File: src/hdl/core_params.svh
`ifndef CORE_PARAMS_SVH
`define CORE_PARAMS_SVH

// width of every register, operand and result
`define CORE_XLEN 32

// architectural registers, r0 always reads zero
`define CORE_NUM_REGS 16

// reorder entries, one tag per entry
`define CORE_ROB_DEPTH 8

// slots in each credit queue
// a sender starts with this many credits
`define CORE_QUEUE_DEPTH 4

// multiplier stages from issue to result bus
`define CORE_MUL_LATENCY 3

`endif

File: src/hdl/isa_pkg.sv
`include "core_params.svh"

package isa_pkg;

	// register index
	typedef logic [$clog2(`CORE_NUM_REGS)-1:0] reg_idx_t;

	// defined operations, codes 8..15 are illegal
	typedef enum logic [3:0] {
		OP_ADD  = 4'h0,
		OP_SUB  = 4'h1,
		OP_AND  = 4'h2,
		OP_OR   = 4'h3,
		OP_XOR  = 4'h4,
		OP_SLT  = 4'h5,
		OP_ADDI = 4'h6,
		OP_MUL  = 4'h7
	} opcode_e;

	// raw word as it arrives from fetch
	// opcode kept as plain bits so undefined codes survive
	typedef struct packed {
		logic [3:0]  opcode;
		reg_idx_t    rd;
		reg_idx_t    rs1;
		reg_idx_t    rs2;
		logic [15:0] imm16;
	} instr_word_t;

	// cracked instruction handed from decode to issue
	typedef struct packed {
		opcode_e               opcode;
		reg_idx_t              rd;
		reg_idx_t              rs1;
		reg_idx_t              rs2;
		logic [`CORE_XLEN-1:0] imm;
		logic                  use_imm;
		logic                  uses_rs2;
		logic                  writes_rd;
		logic                  illegal;
		logic                  is_mul;
		logic [15:0]           seq;
	} decoded_t;

endpackage

File: src/hdl/ooo_pkg.sv
`include "core_params.svh"

package ooo_pkg;

	// reorder buffer index, doubles as rename tag
	typedef logic [$clog2(`CORE_ROB_DEPTH)-1:0] rob_tag_t;

	// source operand
	// value is only meaningful once ready is set
	// while waiting, tag names the producing entry
	typedef struct packed {
		logic                  ready;
		rob_tag_t              tag;
		logic [`CORE_XLEN-1:0] value;
	} operand_t;

	// one instruction leaving the issue window
	typedef struct packed {
		logic                  valid;
		isa_pkg::opcode_e      opcode;
		logic [`CORE_XLEN-1:0] a;
		logic [`CORE_XLEN-1:0] b;
		rob_tag_t              tag;
		logic                  is_mul;
	} issue_pkt_t;

	// shared result bus, one entry per cycle
	typedef struct packed {
		logic                  valid;
		rob_tag_t              tag;
		logic [`CORE_XLEN-1:0] value;
	} result_t;

	// retire report, also drives register file write
	typedef struct packed {
		logic                  valid;
		isa_pkg::reg_idx_t     rd;
		logic [`CORE_XLEN-1:0] value;
		logic                  writes_rd;
		logic                  illegal;
		logic [15:0]           seq;
	} commit_t;

endpackage

File: src/hdl/credit_queue.sv
`timescale 1ns/1ps
`include "core_params.svh"

module credit_queue #(
	parameter type payload_t = logic [31:0]
) (
	input  logic     clock,
	input  logic     reset,
	input  logic     push,
	input  payload_t push_data,
	input  logic     pop,
	output logic     head_valid,
	output payload_t head_data,
	output logic     credit
);

	localparam int DEPTH   = `CORE_QUEUE_DEPTH;
	localparam int PTR_W   = (DEPTH > 1) ? $clog2(DEPTH) : 1;
	localparam int COUNT_W = $clog2(DEPTH + 1);

	payload_t mem [DEPTH];
	logic [PTR_W-1:0] rd_ptr;
	logic [PTR_W-1:0] wr_ptr;
	logic [COUNT_W-1:0] count;
	logic do_pop;

	assign head_valid = (count != '0);
	assign head_data = mem[rd_ptr];
	// pop on an empty ring is ignored
	assign do_pop = pop && head_valid;

	always_ff @(posedge clock) begin
		if (push) begin
			mem[wr_ptr] <= push_data;
		end
	end

	always_ff @(posedge clock) begin
		if (reset) begin
			rd_ptr <= '0;
			wr_ptr <= '0;
			count <= '0;
			credit <= 1'b0;
		end else begin
			if (push) begin
				wr_ptr <= (wr_ptr == PTR_W'(DEPTH - 1)) ? '0 : wr_ptr + 1'b1;
			end
			if (do_pop) begin
				rd_ptr <= (rd_ptr == PTR_W'(DEPTH - 1)) ? '0 : rd_ptr + 1'b1;
			end
			count <= count + COUNT_W'(push) - COUNT_W'(do_pop);
			// one credit back per released slot
			credit <= do_pop;
		end
	end

	// sender pushed without a credit in hand
	assert property (@(posedge clock) disable iff (reset) push |-> count != COUNT_W'(DEPTH))
		else $error("credit_queue: push into a full queue");

endmodule

File: src/hdl/decode_stage.sv
`timescale 1ns/1ps
`include "core_params.svh"

module decode_stage (
	input  logic                 clock,
	input  logic                 reset,
	input  logic                 in_valid,
	input  isa_pkg::instr_word_t in_word,
	output logic                 in_pop,
	output logic                 out_push,
	output isa_pkg::decoded_t    out_pkt,
	input  logic                 out_credit
);

	localparam int QDEPTH = `CORE_QUEUE_DEPTH;
	localparam int CRED_W = $clog2(QDEPTH + 1);

	logic [CRED_W-1:0] credits;
	logic [15:0] seq;
	logic legal;
	isa_pkg::decoded_t dec;

	// only take a word when the decoded queue has room for it
	assign in_pop = in_valid && (credits != '0);

	//////////////////////////////////////////////////////////////////////
	// crack the word
	//////////////////////////////////////////////////////////////////////

	always_comb begin
		// defined codes all live below 8
		legal = !in_word.opcode[3];
		dec.opcode = legal ? isa_pkg::opcode_e'(in_word.opcode) : isa_pkg::OP_ADD;
		dec.rd = in_word.rd;
		dec.rs1 = in_word.rs1;
		dec.rs2 = in_word.rs2;
		// sign extend imm16
		dec.imm = {{(`CORE_XLEN - 16){in_word.imm16[15]}}, in_word.imm16};
		dec.use_imm = legal && (dec.opcode == isa_pkg::OP_ADDI);
		dec.uses_rs2 = legal && (dec.opcode != isa_pkg::OP_ADDI);
		// r0 stays zero, illegal writes nothing
		dec.writes_rd = legal && (in_word.rd != '0);
		dec.illegal = !legal;
		dec.is_mul = legal && (dec.opcode == isa_pkg::OP_MUL);
		dec.seq = seq;
	end

	//////////////////////////////////////////////////////////////////////
	// output register and credit count
	//////////////////////////////////////////////////////////////////////

	always_ff @(posedge clock) begin
		if (reset) begin
			out_push <= 1'b0;
			credits <= CRED_W'(QDEPTH);
			seq <= '0;
		end else begin
			out_push <= in_pop;
			if (in_pop) begin
				out_pkt <= dec;
				seq <= seq + 1'b1;
			end
			credits <= credits - CRED_W'(in_pop) + CRED_W'(out_credit);
		end
	end

	// queue returned more credits than it ever had slots
	assert property (@(posedge clock) disable iff (reset) credits <= CRED_W'(QDEPTH))
		else $error("decode_stage: credit count above queue depth");

endmodule

File: src/hdl/exec_units.sv
`timescale 1ns/1ps
`include "core_params.svh"

module exec_units (
	input  logic                clock,
	input  logic                reset,
	input  ooo_pkg::issue_pkt_t issue,
	output ooo_pkg::result_t    result
);

	localparam int MUL_LAT = `CORE_MUL_LATENCY;

	ooo_pkg::result_t alu_q;
	ooo_pkg::result_t mul_pipe [MUL_LAT];
	logic [`CORE_XLEN-1:0] alu_value;

	//////////////////////////////////////////////////////////////////////
	// ALU
	//////////////////////////////////////////////////////////////////////

	always_comb begin
		case (issue.opcode)
			isa_pkg::OP_ADD,
			isa_pkg::OP_ADDI: alu_value = issue.a + issue.b;
			isa_pkg::OP_SUB:  alu_value = issue.a - issue.b;
			isa_pkg::OP_AND:  alu_value = issue.a & issue.b;
			isa_pkg::OP_OR:   alu_value = issue.a | issue.b;
			isa_pkg::OP_XOR:  alu_value = issue.a ^ issue.b;
			// signed compare
			isa_pkg::OP_SLT: begin
				alu_value = {{(`CORE_XLEN - 1){1'b0}}, $signed(issue.a) < $signed(issue.b)};
			end
			default:          alu_value = '0;
		endcase
	end

	//////////////////////////////////////////////////////////////////////
	// ALU stage and multiplier pipe
	//////////////////////////////////////////////////////////////////////

	always_ff @(posedge clock) begin
		if (reset) begin
			alu_q.valid <= 1'b0;
			for (int s = 0; s < MUL_LAT; s++) begin
				mul_pipe[s].valid <= 1'b0;
			end
		end else begin
			alu_q.valid <= issue.valid && !issue.is_mul;
			alu_q.tag <= issue.tag;
			alu_q.value <= alu_value;
			// product in the first stage, later stages just carry it
			mul_pipe[0].valid <= issue.valid && issue.is_mul;
			mul_pipe[0].tag <= issue.tag;
			// low word of the product
			mul_pipe[0].value <= issue.a * issue.b;
			for (int s = 1; s < MUL_LAT; s++) begin
				mul_pipe[s] <= mul_pipe[s-1];
			end
		end
	end

	// idle bus shows alu_q with valid low
	assign result = mul_pipe[MUL_LAT-1].valid ? mul_pipe[MUL_LAT-1] : alu_q;

	// issue spacing must keep both paths off the bus together
	assert property (@(posedge clock) disable iff (reset)
		!(alu_q.valid && mul_pipe[MUL_LAT-1].valid))
		else $error("exec_units: ALU and MUL results collide on the bus");

endmodule

File: src/hdl/issue_window.sv
`timescale 1ns/1ps
`include "core_params.svh"

module issue_window (
	input  logic                        clock,
	input  logic                        reset,
	input  logic                        dec_valid,
	input  isa_pkg::decoded_t           dec_pkt,
	output logic                        dec_pop,
	input  logic                        rob_has_room,
	output logic                        alloc,
	input  ooo_pkg::rob_tag_t           alloc_tag,
	output isa_pkg::reg_idx_t           alloc_rd,
	output logic                        alloc_writes_rd,
	output logic                        alloc_illegal,
	output ooo_pkg::rob_tag_t [1:0]     fwd_tag,
	input  ooo_pkg::operand_t [1:0]     fwd_operand,
	input  ooo_pkg::result_t            result,
	input  ooo_pkg::commit_t            commit,
	output ooo_pkg::issue_pkt_t         issue
);

	localparam int NUM_REGS = `CORE_NUM_REGS;
	localparam int MUL_LAT  = `CORE_MUL_LATENCY;

	// architectural state and rename map
	logic [`CORE_XLEN-1:0] regs [NUM_REGS];
	logic [NUM_REGS-1:0] map_valid;
	ooo_pkg::rob_tag_t map_tag [NUM_REGS];
	// tag of the next entry to retire
	ooo_pkg::rob_tag_t commit_tag;

	// single hold slot
	logic slot_valid;
	isa_pkg::opcode_e slot_op;
	logic slot_mul;
	ooo_pkg::rob_tag_t slot_tag;
	ooo_pkg::operand_t slot_a;
	ooo_pkg::operand_t slot_b;

	ooo_pkg::operand_t src_a;
	ooo_pkg::operand_t src_b;
	logic slot_fire;
	logic bus_busy;
	// bit k set when a MUL fired k+1 cycles ago
	logic [MUL_LAT-2:0] mul_fired;
	logic [15:0] next_seq;

	// regfile when not renamed, else rob, else the bus this cycle
	function automatic ooo_pkg::operand_t source_operand(
		input isa_pkg::reg_idx_t idx,
		input ooo_pkg::operand_t fwd
	);
		ooo_pkg::operand_t op;
		op.tag = map_tag[idx];
		op.ready = 1'b1;
		op.value = regs[idx];
		if (map_valid[idx]) begin
			op.ready = fwd.ready;
			op.value = fwd.value;
			if (!fwd.ready && result.valid && result.tag == map_tag[idx]) begin
				op.ready = 1'b1;
				op.value = result.value;
			end
		end
		return op;
	endfunction

	// waiting operand snoops the result bus
	function automatic ooo_pkg::operand_t capture(input ooo_pkg::operand_t op);
		ooo_pkg::operand_t nxt;
		nxt = op;
		if (!op.ready && result.valid && result.tag == op.tag) begin
			nxt.ready = 1'b1;
			nxt.value = result.value;
		end
		return nxt;
	endfunction

	assign fwd_tag[0] = map_tag[dec_pkt.rs1];
	assign fwd_tag[1] = map_tag[dec_pkt.rs2];

	// an ALU fired now would land on the bus with that MUL
	assign bus_busy = !slot_mul && mul_fired[MUL_LAT-2];
	assign slot_fire = slot_valid && slot_a.ready && slot_b.ready && !bus_busy;

	// slot frees up in the same cycle it fires
	assign alloc = dec_valid && rob_has_room && (!slot_valid || slot_fire);
	assign dec_pop = alloc;
	assign alloc_rd = dec_pkt.rd;
	assign alloc_writes_rd = dec_pkt.writes_rd;
	assign alloc_illegal = dec_pkt.illegal;

	always_comb begin
		src_a = source_operand(dec_pkt.rs1, fwd_operand[0]);
		src_b = source_operand(dec_pkt.rs2, fwd_operand[1]);
		if (!dec_pkt.uses_rs2) begin
			src_b.ready = 1'b1;
			src_b.value = dec_pkt.use_imm ? dec_pkt.imm : '0;
		end
	end

	//////////////////////////////////////////////////////////////////////
	// map, register file, slot and issue register
	//////////////////////////////////////////////////////////////////////

	always_ff @(posedge clock) begin
		if (reset) begin
			for (int r = 0; r < NUM_REGS; r++) begin
				regs[r] <= '0;
				map_tag[r] <= '0;
			end
			map_valid <= '0;
			commit_tag <= '0;
			slot_valid <= 1'b0;
			mul_fired <= '0;
			issue.valid <= 1'b0;
			next_seq <= '0;
		end else begin
			// retire first so a rename in the same cycle wins
			if (commit.valid) begin
				commit_tag <= commit_tag + 1'b1;
				if (commit.writes_rd) begin
					regs[commit.rd] <= commit.value;
					if (map_valid[commit.rd] && map_tag[commit.rd] == commit_tag) begin
						map_valid[commit.rd] <= 1'b0;
					end
				end
			end
			if (alloc) begin
				next_seq <= next_seq + 1'b1;
				if (dec_pkt.writes_rd) begin
					map_valid[dec_pkt.rd] <= 1'b1;
					map_tag[dec_pkt.rd] <= alloc_tag;
				end
			end

			// illegal entries never occupy the slot
			if (alloc && !dec_pkt.illegal) begin
				slot_valid <= 1'b1;
				slot_op <= dec_pkt.opcode;
				slot_mul <= dec_pkt.is_mul;
				slot_tag <= alloc_tag;
				slot_a <= src_a;
				slot_b <= src_b;
			end else begin
				if (slot_fire) begin
					slot_valid <= 1'b0;
				end
				slot_a <= capture(slot_a);
				slot_b <= capture(slot_b);
			end

			issue.valid <= slot_fire;
			issue.opcode <= slot_op;
			issue.a <= slot_a.value;
			issue.b <= slot_b.value;
			issue.tag <= slot_tag;
			issue.is_mul <= slot_mul;
			mul_fired <= (mul_fired << 1) | (MUL_LAT - 1)'(slot_fire && slot_mul);
		end
	end

	// no decoded word lost or reordered on the way from decode
	assert property (@(posedge clock) disable iff (reset) alloc |-> dec_pkt.seq == next_seq)
		else $error("issue_window: sequence gap at allocation");

endmodule

File: src/hdl/ooo_core.sv
`timescale 1ns/1ps

module ooo_core (
	input  logic                 clock,
	input  logic                 reset,
	input  logic                 instr_valid,
	input  isa_pkg::instr_word_t instr,
	output logic                 instr_credit,
	output ooo_pkg::commit_t     commit
);

	// fetch queue to decode
	logic fetch_valid;
	logic fetch_pop;
	isa_pkg::instr_word_t fetch_word;

	// decode to decoded queue
	logic dec_push;
	logic dec_credit;
	isa_pkg::decoded_t dec_push_pkt;

	// decoded queue to issue
	logic dec_valid;
	logic dec_pop;
	isa_pkg::decoded_t dec_pkt;

	// issue and reorder buffer handshake
	logic rob_has_room;
	logic alloc;
	ooo_pkg::rob_tag_t alloc_tag;
	isa_pkg::reg_idx_t alloc_rd;
	logic alloc_writes_rd;
	logic alloc_illegal;
	ooo_pkg::rob_tag_t [1:0] fwd_tag;
	ooo_pkg::operand_t [1:0] fwd_operand;

	// execute
	ooo_pkg::issue_pkt_t issue;
	ooo_pkg::result_t result;

	//////////////////////////////////////////////////////////////////////
	// front end
	//////////////////////////////////////////////////////////////////////

	credit_queue #(.payload_t(isa_pkg::instr_word_t)) fetch_q (
		.clock(clock),
		.reset(reset),
		.push(instr_valid),
		.push_data(instr),
		.pop(fetch_pop),
		.head_valid(fetch_valid),
		.head_data(fetch_word),
		.credit(instr_credit)
	);

	decode_stage decode (
		.clock(clock),
		.reset(reset),
		.in_valid(fetch_valid),
		.in_word(fetch_word),
		.in_pop(fetch_pop),
		.out_push(dec_push),
		.out_pkt(dec_push_pkt),
		.out_credit(dec_credit)
	);

	credit_queue #(.payload_t(isa_pkg::decoded_t)) dec_q (
		.clock(clock),
		.reset(reset),
		.push(dec_push),
		.push_data(dec_push_pkt),
		.pop(dec_pop),
		.head_valid(dec_valid),
		.head_data(dec_pkt),
		.credit(dec_credit)
	);

	//////////////////////////////////////////////////////////////////////
	// back end
	//////////////////////////////////////////////////////////////////////

	issue_window issue_win (
		.clock(clock),
		.reset(reset),
		.dec_valid(dec_valid),
		.dec_pkt(dec_pkt),
		.dec_pop(dec_pop),
		.rob_has_room(rob_has_room),
		.alloc(alloc),
		.alloc_tag(alloc_tag),
		.alloc_rd(alloc_rd),
		.alloc_writes_rd(alloc_writes_rd),
		.alloc_illegal(alloc_illegal),
		.fwd_tag(fwd_tag),
		.fwd_operand(fwd_operand),
		.result(result),
		.commit(commit),
		.issue(issue)
	);

	exec_units exec (
		.clock(clock),
		.reset(reset),
		.issue(issue),
		.result(result)
	);

	reorder_buffer rob (
		.clock(clock),
		.reset(reset),
		.alloc(alloc),
		.alloc_rd(alloc_rd),
		.alloc_writes_rd(alloc_writes_rd),
		.alloc_illegal(alloc_illegal),
		.rob_has_room(rob_has_room),
		.alloc_tag(alloc_tag),
		.fwd_tag(fwd_tag),
		.fwd_operand(fwd_operand),
		.result(result),
		.commit(commit)
	);

endmodule

File: src/hdl/reorder_buffer.sv
`timescale 1ns/1ps
`include "core_params.svh"

module reorder_buffer (
	input  logic                    clock,
	input  logic                    reset,
	input  logic                    alloc,
	input  isa_pkg::reg_idx_t       alloc_rd,
	input  logic                    alloc_writes_rd,
	input  logic                    alloc_illegal,
	output logic                    rob_has_room,
	output ooo_pkg::rob_tag_t       alloc_tag,
	input  ooo_pkg::rob_tag_t [1:0] fwd_tag,
	output ooo_pkg::operand_t [1:0] fwd_operand,
	input  ooo_pkg::result_t        result,
	output ooo_pkg::commit_t        commit
);

	localparam int DEPTH = `CORE_ROB_DEPTH;
	localparam int CNT_W = $clog2(DEPTH + 1);

	// per entry control
	logic [DEPTH-1:0] ent_valid;
	logic [DEPTH-1:0] ent_ready;
	// per entry payload
	isa_pkg::reg_idx_t ent_rd [DEPTH];
	logic [DEPTH-1:0] ent_writes;
	logic [DEPTH-1:0] ent_illegal;
	logic [`CORE_XLEN-1:0] ent_value [DEPTH];

	// head and tail wrap on their own, depth is a power of two
	ooo_pkg::rob_tag_t head;
	ooo_pkg::rob_tag_t tail;
	logic [CNT_W-1:0] count;
	logic [15:0] commit_seq;
	logic retire;

	// full means full, a retire this cycle does not count
	assign rob_has_room = (count != CNT_W'(DEPTH));
	assign alloc_tag = tail;
	assign retire = ent_valid[head] && ent_ready[head];

	//////////////////////////////////////////////////////////////////////
	// retire port and operand forwarding
	//////////////////////////////////////////////////////////////////////

	always_comb begin
		commit.valid = retire;
		commit.rd = ent_rd[head];
		commit.value = ent_value[head];
		commit.writes_rd = ent_writes[head];
		commit.illegal = ent_illegal[head];
		commit.seq = commit_seq;
	end

	always_comb begin
		for (int i = 0; i < 2; i++) begin
			fwd_operand[i].ready = ent_valid[fwd_tag[i]] && ent_ready[fwd_tag[i]];
			fwd_operand[i].tag = fwd_tag[i];
			fwd_operand[i].value = ent_value[fwd_tag[i]];
		end
	end

	//////////////////////////////////////////////////////////////////////
	// entry state
	//////////////////////////////////////////////////////////////////////

	always_ff @(posedge clock) begin
		if (reset) begin
			ent_valid <= '0;
			ent_ready <= '0;
			head <= '0;
			tail <= '0;
			count <= '0;
			commit_seq <= '0;
		end else begin
			if (retire) begin
				ent_valid[head] <= 1'b0;
				head <= head + 1'b1;
				commit_seq <= commit_seq + 1'b1;
			end
			if (result.valid) begin
				ent_ready[result.tag] <= 1'b1;
			end
			// illegal has nothing to wait for
			if (alloc) begin
				ent_valid[tail] <= 1'b1;
				ent_ready[tail] <= alloc_illegal;
				tail <= tail + 1'b1;
			end
			count <= count + CNT_W'(alloc) - CNT_W'(retire);
		end
	end

	always_ff @(posedge clock) begin
		if (alloc) begin
			ent_rd[tail] <= alloc_rd;
			ent_writes[tail] <= alloc_writes_rd;
			ent_illegal[tail] <= alloc_illegal;
			ent_value[tail] <= '0;
		end
		if (result.valid) begin
			ent_value[result.tag] <= result.value;
		end
	end

	// execute finished something that was never allocated
	assert property (@(posedge clock) disable iff (reset) result.valid |-> ent_valid[result.tag])
		else $error("reorder_buffer: result for empty entry %0h", result.tag);

endmodule

File: config.mk
export PLATFORM = sky130hd
export DESIGN_NAME = ooo_core
export DESIGN_NICKNAME = d
export VERILOG_FILES = /design/src/hdl/isa_pkg.sv /design/src/hdl/ooo_pkg.sv /design/src/hdl/credit_queue.sv /design/src/hdl/decode_stage.sv /design/src/hdl/exec_units.sv /design/src/hdl/issue_window.sv /design/src/hdl/ooo_core.sv /design/src/hdl/reorder_buffer.sv
export VERILOG_INCLUDE_DIRS = /design/src /design/src/hdl
export SDC_FILE = /design/constraint.sdc
export NUM_CORES = 2
export LEC_CHECK = 0
export ABC_AREA = 1
export BUFFER_PORTS_ARGS = -buffer_cell sky130_fd_sc_hd__buf_4
export CELL_PAD_IN_SITES_DETAIL_PLACEMENT = 1
export CELL_PAD_IN_SITES_GLOBAL_PLACEMENT = 1
export CORE_AREA = 2 2 445 447
export CTS_CLUSTER_SIZE = 8
export DETAILED_ROUTE_END_ITERATION = 10
export DIE_AREA = 0 0 447 449
export PLACE_DENSITY_LB_ADDON = 0.1
export RECOVER_POWER = 100
export SETUP_SLACK_MARGIN = 0.2
export SLEW_MARGIN = 25
export SYNTH_ARGS = -nofsm -noshare
export SYNTH_HDL_FRONTEND = slang
export SYNTH_SLANG_ARGS = --single-unit
File: constraint.sdc
create_clock -name clock -period 12.15 [get_ports clock]
set_input_delay 1.215 -clock clock [delete_from_list [all_inputs] [get_ports clock]]
set_output_delay 1.215 -clock clock [all_outputs]
set_load 0.02 [all_outputs]
==> impl_metrics.toml <==
[outcome]
outcome = "finished with violations"
violations = "max-capacitance violations, max-slew violations"

[cts]
path_clk_slew_ns = 0.05
numCtsBuffers = 215
post_cts_buffers = 0
cts-root-buf = "clkbuf_16"
insertion_delay_ns = 0.91
cts_hold_buf = 0
cts_tree = "done"
cts_sinks = 1557
ctsHtreeMaxLevel = 4
clk_path_buf_depth = 3
cts_resized = 0

[finish]
final_common_cell = "nand2_1"
nets = 11600
layout_common_cells = "nand2_1, inv_1, edfxtp_1"
drive_gt1_share_pct = 5.22
fill_cells = 22800
area_delta_synth_final_pct = 8.88
final_area_um2 = 106000

[min_path]
min-delay-path-class = "reg2reg"
whs_endpoint = "issue_win.mul_fired[1]$_SDFF_PP0_"
hp-start = "issue_win.mul_fired[0]$_SDFF_PP0_"
hold_depth = 2

[die]
start_util_pct = 49.6
fp-row-count = 163
num_io_pins = 91
dieArea_um2 = 201000
fp.dieH_um = 449
die_w_um = 447
core-area_um2 = 196000

[synthesis]
synth_seq_area_share_pct = 47.1
syn_nets = 11800
synth_cell_types = 59
post-synth-top-area-cell = "edfxtp_1"
async_flop_share_pct = 0
syn_area_um2 = 97300
synth_edf_count = 1462
synth-seq-cells = 1557
yosys.area.top_type_share_pct = 45.1
ys.warnings.count = 0
synth_top_cells_by_area = "edfxtp_1, fa_1, nand2_1, inv_1, a21oi_1"
synth_cells = 11100
ys.flop_type = "edfxtp_1"
avgSynthCellArea_um2 = 8.73

[global_routing]
grt_pass1_wl_um = 558000
grt.total_usage_pct = 37.2
grt_start_max_net_pins = 257
antenna_found_initial = 8
overflow = 0
first_global_vias = 88000

[drt]
vias_per_cell = 6.12
drc_errors = 0
drtPass1Iterations = 6
drt_iter0_drc = 8421
wl_um = 377000
wire_per_inst_um = 27.6
ant_nets = 0
vias = 83600

[setup_path]
worst-path-max-fanout = 59
startpoint_type = "register"
crit_type = "reg2reg"
crit_required_ns = 12.75
r2r_cells = 19
r2r_end = "issue_win.slot_b[27]$_DFFE_PP_"
worstPathArrival_ns = 10.47
end_kind = "register"
rrSetupSlack_ns = 2.27

[sta]
setup_violations = 0
skew_ns = 0.0862
slew-limit-headroom_pct = -134
rsz0062_at_grt = "false"
slew_violations = 2148
clock.fmax_mhz = 101
fin_setup_tns_ns = 0
tightest_slew_ns = 3.51
finalHoldViolCount = 0
period_minus_slack_ns = 9.88
post-route-period-util_pct = 81.3

[place]
numPortBuffers = 90
hpwl_um = 244000
dpl-instance-area_um2 = 100000
place.gp.congestion = 0.922

[run]
drv_cap = 65
==> through the flow <==
| step | instances | util, % | hold slack (ns) | setup WS, ns |
|---|---|---|---|---|
| final | 13700 | 54.0 | 0.391 | 2.27 |
| after floorplan | 11100 | - | 0.388 | 0.852 |
| after detailed placement | 13300 | 51.1 | 0.406 | 4.73 |
| after global routing | 13700 | 54.0 | 0.401 | 2.19 |
| after CTS | 13700 | 54.2 | 0.379 | 4.73 |
| after global placement | 13300 | 51.0 | 0.396 | 4.72 |
==> sequential cells by signal (all words and copies together) (netlist names), 36 cells and up, named ones only <==
register,flops
dec_q.mem,144
decode.out_pkt,36
exec.alu_q,36
exec.mul_pipe,108
fetch_q.mem,128
issue_win.issue,72
issue_win.map_tag,48
issue_win.regs,512
issue_win.slot_a,36
issue_win.slot_b,36
rob.ent_value,256
==> final cells by class <==
class / instances / area [um^2] / area share [%]
flip-flops and latches: 1557 / 45800 / 43.2
multi-input cells: 7215 / 42400 / 40.1
inverters: 1611 / 6060 / 5.72
clock buffers: 295 / 5710 / 5.39
well taps: 2640 / 3300 / 3.12
repair buffers: 322 / 2100 / 1.99
clock inverters: 20 / 488 / 0.461
diodes: 3 / 7.51 / 0.00709
==> synth_stat cells, drive strengths merged, types with 20 or more instances <==
cell    count
nor3       28
dfxtp      95
a31oi      20
xor2       43
o22ai      99
clkbuf    488
edfxtp   1462
inv      1601
fa        414
nor2     1322
o21ai    1077
o211ai    233
or2        58
nand4      23
a21oi    1042
xnor2      35
ha        244
buf       278
nand2    1796
nand3     591
o311ai     67
==> worst max-delay path by stage <==
| stage | start | to | slack, ns | depth (start not counted) |
|---|---|---|---|---|
| 2_1_floorplan | reset | issue_win.regs[8][0]$_SDFFCE_PN0P_ | 0.85 | 5 |
| 3_3_place_gp | issue_win.issue[47]$_DFFE_PN_ | exec.mul_pipe[0][29]$_DFFE_PN_ | 4.72 | 23 |
| 3_5_place_dp | issue_win.issue[48]$_DFFE_PN_ | exec.mul_pipe[0][29]$_DFFE_PN_ | 4.73 | 23 |
| 4_1_cts | issue_win.issue[48]$_DFFE_PN_ | exec.mul_pipe[0][28]$_DFFE_PN_ | 4.73 | 23 |
| 5_1_grt | register | issue_win.slot_a[31]$_DFFE_PP_ | 2.19 | 19 |
| 6_report | register | issue_win.slot_b[27]$_DFFE_PP_ | 2.27 | 19 |
==> cell families after synthesis <==
| group | Yosys count | synth area share [%] |
|---|---|---|
| simple gates | 3841 | 16.0 |
| xor+xnor | 78 | 0.702 |
| flops | 1557 | 47.1 |
| mux | 7 | 0.0720 |
| fa+ha+maj | 658 | 11.7 |
| buf+inv | 2377 | 9.56 |
| compound gates | 2631 | 14.9 |
==> critical path: stages, from the launching register on <==
cell and delay, ns:
dfxtp_1 0.50, inv_1 0.41, clkbuf_1 1.94, nand2_1 0.15
nand3_1 0.23, nand2_4 0.22, clkinv_2 0.75, nand3_1 0.27
nand3_1 0.22, nand2_2 0.06, clkbuf_1 1.21, inv_2 0.33
clkbuf_1 2.09, nand3_1 0.46, nand2_1 0.19, nand2_1 0.07
o211ai_1 0.12, nand2_1 0.08, nand2_1 0.09, nand3_1 0.07
==> metal layers <==
metal / vias to the layer above / global-route usage (%) / wire length [um] / share of wire, %
li1: 36500 / - / - / -
met1: 42400 / 47.5 / 146000 / 39
met2: 3778 / 59.4 / 174000 / 46
met3: 1033 / 5.73 / 29600 / 7.8
met4: 4 / 22.9 / 26800 / 7.1
met5: - / 0 / 23 / 0.0061
Power is left out: the tool's default activity adds up to more than one toggle a clock period on the data nets, which glitch-free logic cannot reach.
